===== src/cpu_pkg.sv =====
package cpu_pkg;

    parameter int DATA_W     = 32;
    parameter int REG_ADDR_W = 5;

    typedef enum logic [5:0] {
        OP_RTYPE = 6'h00,
        OP_J     = 6'h02,
        OP_JAL   = 6'h03,
        OP_ADDI  = 6'h08,
        OP_ADDIU = 6'h09,
        OP_LUI   = 6'h0f,
        OP_LW    = 6'h23,
        OP_SW    = 6'h2b
    } opcode_t;

    typedef enum logic [5:0] {
        FN_JR  = 6'h08,
        FN_ADD = 6'h20,
        FN_SUB = 6'h22,
        FN_AND = 6'h24
    } funct_t;

    // Controller states
    typedef enum logic [4:0] {
        ST_FETCH_WAIT, ST_FETCH_LATCH, ST_DECODE,
        ST_EXEC_R, ST_EXEC_ADDI, ST_EXEC_ADDIU,
        ST_WB_R, ST_WB_I, ST_WB_IU, ST_LUI,
        ST_MEM_ADDR, ST_MEM_READ, ST_MEM_LATCH, ST_WB_LOAD, ST_STORE,
        ST_JUMP, ST_JAL, ST_JR, ST_EXCEPT
    } state_t;

    typedef enum logic [1:0] {ALU_ADD, ALU_SUB, ALU_AND} alu_op_t;

    typedef enum logic {ALUB_REG, ALUB_IMM} alu_b_t;

    typedef enum logic [1:0] {PC_PLUS4, PC_JUMP, PC_REG, PC_EXC} pc_src_t;

    typedef enum logic [1:0] {WB_ALU_OUT, WB_MDR, WB_UPPER, WB_PC} wb_src_t;

    typedef enum logic [1:0] {DST_RT, DST_RD, DST_R31} reg_dst_t;

    typedef enum logic {ADDR_PC, ADDR_ALU_OUT} addr_src_t;

endpackage


===== src/alu.sv =====
`timescale 1ns/1ps

module alu (
    input  logic [cpu_pkg::DATA_W-1:0] a,
    input  logic [cpu_pkg::DATA_W-1:0] b,
    input  cpu_pkg::alu_op_t           alu_op,
    output logic [cpu_pkg::DATA_W-1:0] result,
    output logic                       overflow
);
    logic [cpu_pkg::DATA_W-1:0] sum;
    logic [cpu_pkg::DATA_W-1:0] diff;
    logic                       add_ovf;
    logic                       sub_ovf;

    localparam int MSB = cpu_pkg::DATA_W - 1;

    assign sum  = a + b;
    assign diff = a - b;

    // Same-sign operands, result sign flipped
    assign add_ovf = (a[MSB] == b[MSB]) && (sum[MSB] != a[MSB]);
    // Opposite signs, result sign differs from a
    assign sub_ovf = (a[MSB] != b[MSB]) && (diff[MSB] != a[MSB]);

    always_comb begin
        case (alu_op)
            cpu_pkg::ALU_SUB: begin
                result   = diff;
                overflow = sub_ovf;
            end
            cpu_pkg::ALU_AND: begin
                result   = a & b;
                overflow = 1'b0;
            end
            default: begin
                result   = sum;
                overflow = add_ovf;
            end
        endcase
    end

endmodule


===== src/register_file.sv =====
`timescale 1ns/1ps

module register_file (
    input  logic                           clk,
    input  logic                           reset,
    input  logic [cpu_pkg::REG_ADDR_W-1:0] rs_addr,
    input  logic [cpu_pkg::REG_ADDR_W-1:0] rt_addr,
    input  logic [cpu_pkg::REG_ADDR_W-1:0] wr_addr,
    input  logic [cpu_pkg::DATA_W-1:0]     wr_data,
    input  logic                           reg_write,
    output logic [cpu_pkg::DATA_W-1:0]     rs_data,
    output logic [cpu_pkg::DATA_W-1:0]     rt_data
);
    // r0 has no storage
    logic [cpu_pkg::DATA_W-1:0] regs [1:31];

    assign rs_data = (rs_addr == '0) ? '0 : regs[rs_addr];
    assign rt_data = (rt_addr == '0) ? '0 : regs[rt_addr];

    always_ff @(posedge clk) begin
        if (reset) begin
            for (int i = 1; i < 32; i++)
                regs[i] <= '0;
        end else if (reg_write && wr_addr != '0) begin
            regs[wr_addr] <= wr_data;
        end
    end

endmodule


===== src/pc_unit.sv =====
`timescale 1ns/1ps

module pc_unit #(
    parameter logic [cpu_pkg::DATA_W-1:0] RESET_PC   = '0,
    parameter logic [cpu_pkg::DATA_W-1:0] EXC_VECTOR = 32'h80
) (
    input  logic                       clk,
    input  logic                       reset,
    input  logic                       pc_write,
    input  cpu_pkg::pc_src_t           pc_src,
    input  logic [25:0]                jump_index,
    input  logic [cpu_pkg::DATA_W-1:0] reg_target,
    output logic [cpu_pkg::DATA_W-1:0] pc
);
    logic [cpu_pkg::DATA_W-1:0] pc_plus4;
    logic [cpu_pkg::DATA_W-1:0] jump_target;
    logic [cpu_pkg::DATA_W-1:0] pc_next;

    assign pc_plus4    = pc + 32'd4;
    assign jump_target = {pc[31:28], jump_index, 2'b00}; // Region of the incremented pc

    always_comb begin
        case (pc_src)
            cpu_pkg::PC_JUMP: pc_next = jump_target;
            cpu_pkg::PC_REG:  pc_next = reg_target;
            cpu_pkg::PC_EXC:  pc_next = EXC_VECTOR;
            default:          pc_next = pc_plus4;
        endcase
    end

    always_ff @(posedge clk) begin
        if (reset)
            pc <= RESET_PC;
        else if (pc_write)
            pc <= pc_next;
    end

endmodule


===== src/control_unit.sv =====
`timescale 1ns/1ps

module control_unit #(
    parameter int MEM_WAIT = 2
) (
    input  logic                clk,
    input  logic                reset,
    input  cpu_pkg::opcode_t    opcode,
    input  cpu_pkg::funct_t     funct,
    input  logic                overflow,
    output logic                pc_write,
    output logic                ir_write,
    output logic                ab_write,
    output logic                mdr_write,
    output logic                alu_out_write,
    output logic                reg_write,
    output logic                mem_we,
    output cpu_pkg::pc_src_t    pc_src,
    output cpu_pkg::alu_op_t    alu_op,
    output cpu_pkg::alu_b_t     alu_b_src,
    output cpu_pkg::reg_dst_t   reg_dst,
    output cpu_pkg::wb_src_t    wb_src,
    output cpu_pkg::addr_src_t  addr_src
);
    localparam int CNT_W = (MEM_WAIT > 1) ? $clog2(MEM_WAIT) : 1;
    localparam logic [CNT_W-1:0] CNT_LAST = CNT_W'(MEM_WAIT - 1);

    cpu_pkg::state_t  state;
    cpu_pkg::state_t  state_next;
    cpu_pkg::alu_op_t funct_op;
    logic [CNT_W-1:0] wait_cnt;
    logic             waiting;
    logic             wait_done;

    assign waiting   = (state == cpu_pkg::ST_FETCH_WAIT) || (state == cpu_pkg::ST_MEM_READ);
    assign wait_done = (wait_cnt == CNT_LAST);

    // R-type op, held through writeback so overflow stays valid
    always_comb begin
        case (funct)
            cpu_pkg::FN_SUB: funct_op = cpu_pkg::ALU_SUB;
            cpu_pkg::FN_AND: funct_op = cpu_pkg::ALU_AND;
            default:         funct_op = cpu_pkg::ALU_ADD;
        endcase
    end

    always_ff @(posedge clk) begin
        if (reset) begin
            state    <= cpu_pkg::ST_FETCH_WAIT;
            wait_cnt <= '0;
        end else begin
            state <= state_next;
            if (waiting && !wait_done)
                wait_cnt <= wait_cnt + 1'b1;
            else
                wait_cnt <= '0;
        end
    end

    always_comb begin
        state_next = state;
        case (state)
            cpu_pkg::ST_FETCH_WAIT:  if (wait_done) state_next = cpu_pkg::ST_FETCH_LATCH;
            cpu_pkg::ST_FETCH_LATCH: state_next = cpu_pkg::ST_DECODE;
            cpu_pkg::ST_DECODE: begin
                case (opcode)
                    cpu_pkg::OP_RTYPE: begin
                        case (funct)
                            cpu_pkg::FN_ADD,
                            cpu_pkg::FN_SUB,
                            cpu_pkg::FN_AND: state_next = cpu_pkg::ST_EXEC_R;
                            cpu_pkg::FN_JR:  state_next = cpu_pkg::ST_JR;
                            default:         state_next = cpu_pkg::ST_EXCEPT;
                        endcase
                    end
                    cpu_pkg::OP_ADDI:  state_next = cpu_pkg::ST_EXEC_ADDI;
                    cpu_pkg::OP_ADDIU: state_next = cpu_pkg::ST_EXEC_ADDIU;
                    cpu_pkg::OP_LUI:   state_next = cpu_pkg::ST_LUI;
                    cpu_pkg::OP_LW,
                    cpu_pkg::OP_SW:    state_next = cpu_pkg::ST_MEM_ADDR;
                    cpu_pkg::OP_J:     state_next = cpu_pkg::ST_JUMP;
                    cpu_pkg::OP_JAL:   state_next = cpu_pkg::ST_JAL;
                    default:           state_next = cpu_pkg::ST_EXCEPT; // Unknown opcode
                endcase
            end
            cpu_pkg::ST_EXEC_R:     state_next = cpu_pkg::ST_WB_R;
            cpu_pkg::ST_EXEC_ADDI:  state_next = cpu_pkg::ST_WB_I;
            cpu_pkg::ST_EXEC_ADDIU: state_next = cpu_pkg::ST_WB_IU;
            cpu_pkg::ST_WB_R,
            cpu_pkg::ST_WB_I: begin
                state_next = overflow ? cpu_pkg::ST_EXCEPT : cpu_pkg::ST_FETCH_WAIT;
            end
            cpu_pkg::ST_MEM_ADDR: begin
                if (opcode == cpu_pkg::OP_SW)
                    state_next = cpu_pkg::ST_STORE;
                else
                    state_next = cpu_pkg::ST_MEM_READ;
            end
            cpu_pkg::ST_MEM_READ:  if (wait_done) state_next = cpu_pkg::ST_MEM_LATCH;
            cpu_pkg::ST_MEM_LATCH: state_next = cpu_pkg::ST_WB_LOAD;
            default:               state_next = cpu_pkg::ST_FETCH_WAIT;
        endcase
    end

    always_comb begin
        pc_write      = 1'b0;
        ir_write      = 1'b0;
        ab_write      = 1'b0;
        mdr_write     = 1'b0;
        alu_out_write = 1'b0;
        reg_write     = 1'b0;
        mem_we        = 1'b0;
        pc_src        = cpu_pkg::PC_PLUS4;
        alu_op        = cpu_pkg::ALU_ADD;
        alu_b_src     = cpu_pkg::ALUB_REG;
        reg_dst       = cpu_pkg::DST_RT;
        wb_src        = cpu_pkg::WB_ALU_OUT;
        addr_src      = cpu_pkg::ADDR_PC;
        case (state)
            cpu_pkg::ST_FETCH_LATCH: begin
                ir_write = 1'b1;
                pc_write = 1'b1;
            end
            cpu_pkg::ST_DECODE: ab_write = 1'b1;
            cpu_pkg::ST_EXEC_R: begin
                alu_op        = funct_op;
                alu_out_write = 1'b1;
            end
            cpu_pkg::ST_WB_R: begin
                alu_op    = funct_op;
                reg_dst   = cpu_pkg::DST_RD;
                reg_write = !overflow; // Trap leaves rd untouched
            end
            cpu_pkg::ST_EXEC_ADDI,
            cpu_pkg::ST_EXEC_ADDIU,
            cpu_pkg::ST_MEM_ADDR: begin
                alu_b_src     = cpu_pkg::ALUB_IMM;
                alu_out_write = 1'b1;
            end
            cpu_pkg::ST_WB_I: begin
                alu_b_src = cpu_pkg::ALUB_IMM;
                reg_write = !overflow;
            end
            cpu_pkg::ST_WB_IU: reg_write = 1'b1;
            cpu_pkg::ST_LUI: begin
                wb_src    = cpu_pkg::WB_UPPER;
                reg_write = 1'b1;
            end
            cpu_pkg::ST_MEM_READ: addr_src = cpu_pkg::ADDR_ALU_OUT;
            cpu_pkg::ST_MEM_LATCH: begin
                addr_src  = cpu_pkg::ADDR_ALU_OUT; // Keep address stable for capture
                mdr_write = 1'b1;
            end
            cpu_pkg::ST_WB_LOAD: begin
                wb_src    = cpu_pkg::WB_MDR;
                reg_write = 1'b1;
            end
            cpu_pkg::ST_STORE: begin
                addr_src = cpu_pkg::ADDR_ALU_OUT;
                mem_we   = 1'b1;
            end
            cpu_pkg::ST_JUMP: begin
                pc_src   = cpu_pkg::PC_JUMP;
                pc_write = 1'b1;
            end
            cpu_pkg::ST_JAL: begin
                pc_src    = cpu_pkg::PC_JUMP;
                pc_write  = 1'b1;
                reg_dst   = cpu_pkg::DST_R31;
                wb_src    = cpu_pkg::WB_PC; // pc already points past jal
                reg_write = 1'b1;
            end
            cpu_pkg::ST_JR: begin
                pc_src   = cpu_pkg::PC_REG;
                pc_write = 1'b1;
            end
            cpu_pkg::ST_EXCEPT: begin
                pc_src   = cpu_pkg::PC_EXC;
                pc_write = 1'b1;
            end
            default: ;
        endcase
    end

endmodule


===== src/operand_path.sv =====
`timescale 1ns/1ps

module operand_path (
    input  logic                           clk,
    input  logic                           reset,
    input  logic [cpu_pkg::DATA_W-1:0]     mem_rdata,
    input  logic                           ir_write,
    input  logic                           ab_write,
    input  logic                           mdr_write,
    input  logic                           alu_out_write,
    input  cpu_pkg::alu_b_t                alu_b_src,
    input  cpu_pkg::reg_dst_t              reg_dst,
    input  cpu_pkg::wb_src_t               wb_src,
    input  cpu_pkg::addr_src_t             addr_src,
    input  logic [cpu_pkg::DATA_W-1:0]     pc,
    input  logic [cpu_pkg::DATA_W-1:0]     rs_data,
    input  logic [cpu_pkg::DATA_W-1:0]     rt_data,
    input  logic [cpu_pkg::DATA_W-1:0]     alu_result,
    output cpu_pkg::opcode_t               opcode,
    output cpu_pkg::funct_t                funct,
    output logic [cpu_pkg::REG_ADDR_W-1:0] rs_addr,
    output logic [cpu_pkg::REG_ADDR_W-1:0] rt_addr,
    output logic [cpu_pkg::REG_ADDR_W-1:0] wr_addr,
    output logic [cpu_pkg::DATA_W-1:0]     wr_data,
    output logic [cpu_pkg::DATA_W-1:0]     alu_a,
    output logic [cpu_pkg::DATA_W-1:0]     alu_b,
    output logic [25:0]                    jump_index,
    output logic [cpu_pkg::DATA_W-1:0]     reg_target,
    output logic [cpu_pkg::DATA_W-1:0]     mem_addr,
    output logic [cpu_pkg::DATA_W-1:0]     mem_wdata
);
    logic [cpu_pkg::DATA_W-1:0] ir;
    logic [cpu_pkg::DATA_W-1:0] a_reg;
    logic [cpu_pkg::DATA_W-1:0] b_reg;
    logic [cpu_pkg::DATA_W-1:0] mdr;
    logic [cpu_pkg::DATA_W-1:0] alu_out;
    logic [cpu_pkg::DATA_W-1:0] imm_sext;

    always_ff @(posedge clk) begin
        if (reset)
            ir <= '0;
        else if (ir_write)
            ir <= mem_rdata;
    end

    always_ff @(posedge clk) begin
        if (ab_write) begin
            a_reg <= rs_data;
            b_reg <= rt_data;
        end
        if (mdr_write)
            mdr <= mem_rdata;
        if (alu_out_write)
            alu_out <= alu_result;
    end

    // Instruction fields
    assign opcode     = cpu_pkg::opcode_t'(ir[31:26]);
    assign funct      = cpu_pkg::funct_t'(ir[5:0]);
    assign rs_addr    = ir[25:21];
    assign rt_addr    = ir[20:16];
    assign jump_index = ir[25:0];
    assign imm_sext   = {{16{ir[15]}}, ir[15:0]};

    assign alu_a      = a_reg;
    assign alu_b      = (alu_b_src == cpu_pkg::ALUB_IMM) ? imm_sext : b_reg;
    assign reg_target = a_reg; // jr target
    assign mem_addr   = (addr_src == cpu_pkg::ADDR_ALU_OUT) ? alu_out : pc;
    assign mem_wdata  = b_reg;

    always_comb begin
        case (reg_dst)
            cpu_pkg::DST_RD:  wr_addr = ir[15:11];
            cpu_pkg::DST_R31: wr_addr = 5'd31;
            default:          wr_addr = ir[20:16];
        endcase
    end

    always_comb begin
        case (wb_src)
            cpu_pkg::WB_MDR:   wr_data = mdr;
            cpu_pkg::WB_UPPER: wr_data = {ir[15:0], 16'h0000};
            cpu_pkg::WB_PC:    wr_data = pc;
            default:           wr_data = alu_out;
        endcase
    end

endmodule


===== src/mips_cpu.sv =====
`timescale 1ns/1ps

module mips_cpu #(
    parameter logic [cpu_pkg::DATA_W-1:0] RESET_PC   = '0,
    parameter logic [cpu_pkg::DATA_W-1:0] EXC_VECTOR = 32'h80,
    parameter int                         MEM_WAIT   = 2
) (
    input  logic                       clk,
    input  logic                       reset,
    output logic [cpu_pkg::DATA_W-1:0] mem_addr,
    output logic [cpu_pkg::DATA_W-1:0] mem_wdata,
    output logic                       mem_we,
    input  logic [cpu_pkg::DATA_W-1:0] mem_rdata
);
    // Control
    logic                pc_write;
    logic                ir_write;
    logic                ab_write;
    logic                mdr_write;
    logic                alu_out_write;
    logic                reg_write;
    cpu_pkg::pc_src_t    pc_src;
    cpu_pkg::alu_op_t    alu_op;
    cpu_pkg::alu_b_t     alu_b_src;
    cpu_pkg::reg_dst_t   reg_dst;
    cpu_pkg::wb_src_t    wb_src;
    cpu_pkg::addr_src_t  addr_src;
    cpu_pkg::opcode_t    opcode;
    cpu_pkg::funct_t     funct;
    logic                overflow;

    // Datapath
    logic [cpu_pkg::DATA_W-1:0]     pc;
    logic [cpu_pkg::DATA_W-1:0]     reg_target;
    logic [25:0]                    jump_index;
    logic [cpu_pkg::REG_ADDR_W-1:0] rs_addr;
    logic [cpu_pkg::REG_ADDR_W-1:0] rt_addr;
    logic [cpu_pkg::REG_ADDR_W-1:0] wr_addr;
    logic [cpu_pkg::DATA_W-1:0]     wr_data;
    logic [cpu_pkg::DATA_W-1:0]     rs_data;
    logic [cpu_pkg::DATA_W-1:0]     rt_data;
    logic [cpu_pkg::DATA_W-1:0]     alu_a;
    logic [cpu_pkg::DATA_W-1:0]     alu_b;
    logic [cpu_pkg::DATA_W-1:0]     alu_result;

    control_unit #(.MEM_WAIT(MEM_WAIT)) i_control_unit (
        .clk, .reset, .opcode, .funct, .overflow,
        .pc_write, .ir_write, .ab_write, .mdr_write, .alu_out_write, .reg_write, .mem_we,
        .pc_src, .alu_op, .alu_b_src, .reg_dst, .wb_src, .addr_src
    );

    pc_unit #(.RESET_PC(RESET_PC), .EXC_VECTOR(EXC_VECTOR)) i_pc_unit (
        .clk, .reset, .pc_write, .pc_src, .jump_index, .reg_target, .pc
    );

    register_file i_register_file (
        .clk, .reset, .rs_addr, .rt_addr, .wr_addr, .wr_data, .reg_write, .rs_data, .rt_data
    );

    alu i_alu (
        .a(alu_a), .b(alu_b), .alu_op, .result(alu_result), .overflow
    );

    operand_path i_operand_path (
        .clk, .reset, .mem_rdata,
        .ir_write, .ab_write, .mdr_write, .alu_out_write,
        .alu_b_src, .reg_dst, .wb_src, .addr_src,
        .pc, .rs_data, .rt_data, .alu_result,
        .opcode, .funct, .rs_addr, .rt_addr, .wr_addr, .wr_data,
        .alu_a, .alu_b, .jump_index, .reg_target, .mem_addr, .mem_wdata
    );

endmodule


===== config.mk =====
export PLATFORM = sky130hd
export DESIGN_NAME = mips_cpu
export DESIGN_NICKNAME = d
export VERILOG_FILES = /design/src/cpu_pkg.sv /design/src/alu.sv /design/src/register_file.sv /design/src/pc_unit.sv /design/src/control_unit.sv /design/src/operand_path.sv /design/src/mips_cpu.sv
export SDC_FILE = /design/constraint.sdc
export NUM_CORES = 2
export LEC_CHECK = 0
export BUFFER_PORTS_ARGS = -buffer_cell sky130_fd_sc_hd__buf_4
export CAP_MARGIN = 20
export CORE_MARGIN = 10
export CORE_UTILIZATION = 55
export DETAILED_ROUTE_END_ITERATION = 8
export GPL_ROUTABILITY_DRIVEN = 0
export HOLD_SLACK_MARGIN = 0.05
export PLACE_DENSITY = 0.76
export SYNTH_ARGS = -nofsm -noshare
export SYNTH_HDL_FRONTEND = slang
export SYNTH_SLANG_ARGS = --single-unit

===== constraint.sdc =====
create_clock -name clk -period 9 [get_ports clk]
set_clock_uncertainty 0.05 [all_clocks]
set_input_delay 2.7 -clock clk [delete_from_list [all_inputs] [get_ports clk]]
set_output_delay 2.7 -clock clk [all_outputs]
set_load 0.01 [all_outputs]

* After elaboration in Yosys (flattened, before gate mapping)
Memories as Yosys holds them, arrays and structs flattened. A register that Yosys moved wholly into a read port is not among the register bits.
Cells that the tools add are included.
** Word-level totals
- Register bits :: 134
- RAM bits :: 992
- Bits of input ports :: 34
- Output and inout port bits :: 65
- Logic and storage cells :: 122
- Memories :: 1
** Memories
- i_register_file.regs :: words 31, bits a word 32, read ports 2, clocked after memory_dff 2, wr ports 31, RTL line register_file.sv:15 : logic [cpu_pkg::DATA_W-1:0] regs [1:31];
** Cells by class
- Add/subtract/negate cells :: 4
- Equal/unequal tests :: 45
- Mux-type cells :: 36
- Bitwise logic cells :: 3
- Reductions and logical operators :: 26
** Operators with widths (number)
- $pmux W32 S3 :: 2
- $mux W32 :: 3
- $pmux W32 S2 :: 1
- $pmux W5 S10 :: 1
- $eq A5 B4 Y1 const B :: 8
- $pmux W5 S7 :: 1
- $add A32 B3 Y32 const B :: 1
- $add A32 B32 Y32 :: 1
- $and A32 B32 Y32 :: 1
- $reduce_or A32 Y1 :: 1
- $sub A32 B32 Y32 :: 1
- $eq A6 B6 Y1 const B :: 5
- $eq A6 B4 Y1 const B :: 4
- $eq A5 B3 Y1 const B :: 4
- $mux W5 :: 4
- $pmux W5 S2 :: 2
- $eq A5 B5 Y1 const B :: 3
- $logic_not A5 Y1 :: 3
- $mux W1 :: 14
- $eq A2 B2 Y1 const B :: 6
- $eq A6 B2 Y1 const B :: 2
- $pmux W2 S3 :: 2
- $reduce_or A4 Y1 :: 3
- $eq A5 B2 Y1 const B :: 2
- other kinds (20) :: 39

* Logic depth before layout (Yosys ltp)
- Depth after elaboration :: 16
- Gate-level depth with buffers :: 23
- Mapped depth without buffers :: 19

* By module
A second synthesis with hierarchy kept.
** Unflattened totals
- Cells, all modules :: 5242
- Area, all modules :: 68811.0 um^2
** By module, submodules not included
- register_file :: instances 1, cells each 3765, area an instance 54629.9 um^2, sequential area each 30749.5 um^2
- operand_path :: instances 1, cells each 448, area an instance 6984.2 um^2, sequential area each 4484.3 um^2
- alu :: instances 1, cells each 599, area an instance 4082.7 um^2, sequential area each 0.0 um^2
- pc_unit :: instances 1, cells each 287, area an instance 2148.3 um^2, sequential area each 640.6 um^2
- control_unit :: instances 1, cells each 143, area an instance 965.9 um^2, sequential area each 120.1 um^2

* Worst setup path after synthesis
No wires, ideal clock.
- Path type :: flip-flop to flip-flop
- Start point :: reg i_control_unit.state[1]
- End point :: reg i_control_unit.state[0]
- Library setup time :: 75 ps
- Arrival time :: 7993 ps
- Data required time :: 8875 ps
- Setup slack :: 883 ps
- Stages on the path, launching flop included :: 8
- Path buffers :: 2
- Period minus slack after synthesis :: 8117 ps
- Cells stage by stage :: dfxtp_1 clkbuf_1 clkbuf_1 nand2b_1 nor4_1 nor4b_1 a22oi_1 o21ai_0
** On the way
- Word-level cells in the longest chain between the ends :: 3
- Elaborated cells on any way between the ends :: 16
- Classes of those cells :: eq/ne: 12; mux: 1; reduce/logical: 3
** Ends and longest elaborated chain
- start: declaration :: RTL line control_unit.sv:28 : cpu_pkg::state_t state;
- start signal: assignment :: RTL line control_unit.sv:49 : state <= cpu_pkg::ST_FETCH_WAIT;
- start signal: assignment :: RTL line control_unit.sv:52 : state <= state_next;
- $eq A5 B3 Y1 (tied with other cells) :: RTL line control_unit.sv:62 : case (state)
- $reduce_or A2 Y1 (no source line) / $ne A2 B1 Y1 (equally long branches)
- $pmux W5 S10 / $reduce_and A2 Y1 (equally long branches)
Parallel ways exist; a longest one is shown, timed or not.
A chain may end at the register's enable or synchronous reset.

==> results by group <==
Outcome
  • Outcome: finished clean

Floorplan
  • Die ar.: about 0.13 sq mm
  • Core footprint: 0.118 sq mm
  • Initial Util: 0.554
  • Die Ht: 365 um
  • Die width: 365 um
  • IO Count: 99
  • Rows: between 100 and 150

Power and ir drop
  • Net Sw Frac: 0.344
  • Worst VDD drop: 0.180 mV
  • Clock Power Share: 0.298
  • Internal power: 11.2 mW
  • Leak: 23.2 nW
  • Total power: 17.1 mW
  • Sequential Power Share: 0.407
  • NetSw: slightly below 6 mW
  • Cell Pwr Density: 237 mW/mm^2
  • Combinational fraction of design power: 0.294

Timing
  • Final min period: 7.40 ns
  • Worst rel slew slack: 0.0666
  • Fmax: 135 MHz
  • Unrepaired setup endpoints after global routing: false
  • Setup violators final: 0
  • Final Cycle Share: 0.822
  • TNS Setup: 0 ns
  • Slew Limit Fails: 0
  • Final WS setup: 1.60 ns
  • Hold Vio Cnt, Final: 0
  • Least-Margin Pin Slew: ~1.4 ns

Yosys
  • Dominant cells by area after synthesis: edfxtp_1 (53%), mux4_2 (17%), nor2_1 (5.6%)
  • Syn Inst Count: 5031
  • Syn avg cell area: 13.0 sq um
  • Post-synth top flop: edfxtp_1
  • Synth top area share: 0.529
  • Mapped Area: about 0.065 sq mm
  • Number of synthesized flops with an enable pin: 1152
  • Post-synth top area cell: edfxtp_1
  • Ys async rst share: 0
  • Yosys warnings: 0
  • Unique masters post-synth: 78
  • FF+latch count, synth: 1222
  • Post-synthesis sequential area ratio: 0.550

Critical path
  • CP endpoint kind: flip-flop
  • Flop2flop setup slack: around 1.6 ns
  • CP Launch Type: flip-flop
  • Crit path max-delay family: compound AO/OA/AOI/OAI gates
  • CP max-delay cell: o21ai_4
  • Cells along the critical path: inv_1 -> nor2_1 -> nand2_1 -> nand2_1 -> nand2_1 -> buf_16 -> buf_4 -> nor2_1 -> buf_4 -> a21o_1 -> ha_1 -> nand2b_1 -> a221oi_1 -> o22ai_1 -> o31ai_1 -> a221o_1 -> a31oi_2 -> o211ai_1 -> a41oi_4 -> o21ai_4 -> buf_4
  • FF-to-FF path depth: 21
  • CP max stage delay: 0.79 ns
  • Critical Path AT: 7.73 ns
  • CP max FO: 23
  • Worst R2R End: i_register_file.regs[1][9]$_SDFFCE_PN0P_
  • WP buf/inv: 5
  • Worst EP required: 9.33 ns
  • FF-to-FF Start: i_control_unit.state[3]$_SDFFE_PP0P_
  • CP Class: reg -> reg

Routing
  • Avg WL per Cell: 34.2 um
  • Routed wire length: 226000 um
  • Pre-antenna DRT Iters: 8
  • Residual DRC count: 0
  • Vias after detailed routing: 48800
  • Vias per cell: 7.37
  • Initial DRC Count: ~8000
  • Number of routed nets with antenna violations: 0

Min path
  • Worst hold stages: 2
  • Hold EP: i_operand_path.ir[30]$_SDFFE_PP0P_
  • HP Start: i_operand_path.ir[30]$_SDFFE_PP0P_
  • Hold WC Path Type: reg -> reg

Layout
  • Final std cells w/o fill: ~6600
  • Layout net count: 5089
  • Util after Layout: 0.612
  • Most common cell after layout, fill and taps aside: edfxtp_1
  • Layout area overhead: 10.5%
  • Layout cells sized above 1: 0.221
  • Commonest non-fill, non-tap cells in the layout: edfxtp_1 (1152), nor2_1 (967), mux4_2 (500)

Global routing
  • First-pass GRT wire length: 327000 um
  • Initial antenna violation count: 4
  • Largest net degree at the start of global routing: about 140
  • Total GRT Usage: 0.335
  • GR Overflow Total: 0
  • Vias in the first global route: about 48000

Placement
  • Pre-CTS setup slack: 1.34 ns
  • Placed insts: 6393
  • HPWL after DPL: 140000 um
  • # port buffers: 98

CTS
  • Setup repair bufs after CTS: 0
  • TritonCTS clock tree: built
  • Clock H-tree levels: 3
  • Clock root buffer: clkbuf_16
  • Clock buffer count from CTS: between 100 and 150
  • Clk buf depth: 3
  • Latest clock arrival within the worst-skew pair: between 0.7 and 0.8 ns
  • # resized after CTS: 0
  • Cts hold-fix bufs: 0
  • Clock-pin slew on the worst setup and hold paths: 0.06 ns
  • Clk sink count: 1222

Run
  • Max Cap Viol: 0
[per-layer routing]
metal / up-vias / track usage / share of wire
li1: 19300 / - / -
met1: 23700 / 0.410 / 0.31
met2: 4712 / 0.508 / 0.45
met3: 1029 / 0.118 / 0.17
met4: 14 / 0.204 / 0.073
met5: - / 0.00254 / 0.00073
[worst max path at each step]
stage                                         start                                  endpoint  slack, ns  cells after the start
2_1_floorplan  i_control_unit.state[1]$_SDFFE_PP0P_      i_control_unit.state[0]$_SDFFE_PP0P_       0.88                      7
3_3_place_gp   i_control_unit.state[3]$_SDFFE_PP0P_  i_register_file.regs[1][8]$_SDFFCE_PN0P_       1.55                     20
3_5_place_dp   i_control_unit.state[3]$_SDFFE_PP0P_  i_register_file.regs[1][8]$_SDFFCE_PN0P_       1.34                     20
4_1_cts        i_control_unit.state[3]$_SDFFE_PP0P_  i_register_file.regs[1][9]$_SDFFCE_PN0P_       1.29                     20
5_1_grt        i_control_unit.state[3]$_SDFFE_PP0P_  i_register_file.regs[1][9]$_SDFFCE_PN0P_       1.17                     21
6_report       i_control_unit.state[3]$_SDFFE_PP0P_  i_register_file.regs[1][9]$_SDFFCE_PN0P_       1.60                     21
[power groups by stage]
stage / logic (mW) / registers (mW) / clock network [mW]
3_3_place_gp: 4.70 / 7.04 / 0
6_report: 5.04 / 6.97 / 5.10
3_5_place_dp: 4.75 / 7.06 / 0
4_1_cts: 4.79 / 6.95 / 5.08
2_1_floorplan: 3.18 / 6.80 / 0
5_1_grt: 5.14 / 6.98 / 5.31
[flip-flops by register name, summed over array words and instances, names as in the netlist]
| register | flops |
|---|---|
| i_control_unit.wait_cnt | 1 |
| i_operand_path.alu_out | 32 |
| i_operand_path.alu_a | 32 |
| i_operand_path.mem_wdata | 32 |
| i_register_file.regs | 1024 |
| i_operand_path.mdr | 32 |
| i_control_unit.state | 5 |
| i_pc_unit.pc | 32 |
| i_operand_path.ir | 32 |
[final cells by class]
| cell class | instances | area (sq um) |
|---|---|---|
| diodes | 1 | 2.50 |
| multi-input cells | 3317 | 28100 |
| well taps | 1536 | 1920 |
| clock buffers | 166 | 3370 |
| inverters | 76 | 285 |
| clock inverters | 57 | 562 |
| repair buffers | 249 | 2050 |
| fillers | 8600 | 45800 |
| flip-flops and latches | 1222 | 36000 |
[metrics by stage]
stage | area [sq um] | hold WS, ns
floorplan | 65600 | 0.410
global placement | 68300 | 0.450
detailed placement | 68300 | 0.463
CTS | 72200 | 0.473
global route | 72300 | 0.492
finish | 72300 | 0.473
[cells by family (layout without fill, tap and decap cells)]
logic type               after synthesis  count (layout)  share of synthesized area
adder cells (fa/ha/maj)               69              69                     0.0134
AND/OR/NAND/NOR                     1702            1702                      0.108
AO/OA/AOI/OAI                        716             716                     0.0771
XOR/XNOR                              21              21                    0.00281
multiplexers                         777             777                      0.216
buffers and inverters                523             548                     0.0320
other                                  1              33                  0.0000573
flip-flops                          1222            1222                      0.550
[Yosys cell counts, types with 37 or more instances]
cell	instances
nand2_1	316
buf_2	71
clkbuf_1	291
nor2_1	972
buf_1	73
a21oi_1	144
mux2_2	107
inv_1	75
edfxtp_1	1152
dfxtp_1	70
mux2i_1	170
a22oi_1	40
a211oi_1	37
o21ai_0	77
mux4_2	500
ha_1	67
o221ai_1	49
o22ai_1	66
nor3_1	271
a221oi_1	45
[worst min-delay path: cells and delay by family, from the launching register on]
| family | cells | cell delay [ns] |
|---|---|---|
| flip-flops | 1 | 0.34 |
| AND/OR/NAND/NOR | 1 | 0.07 |
| AO/OA/AOI/OAI | 1 | 0.06 |
No activity file was read; power rests on OpenSTA's default activity.
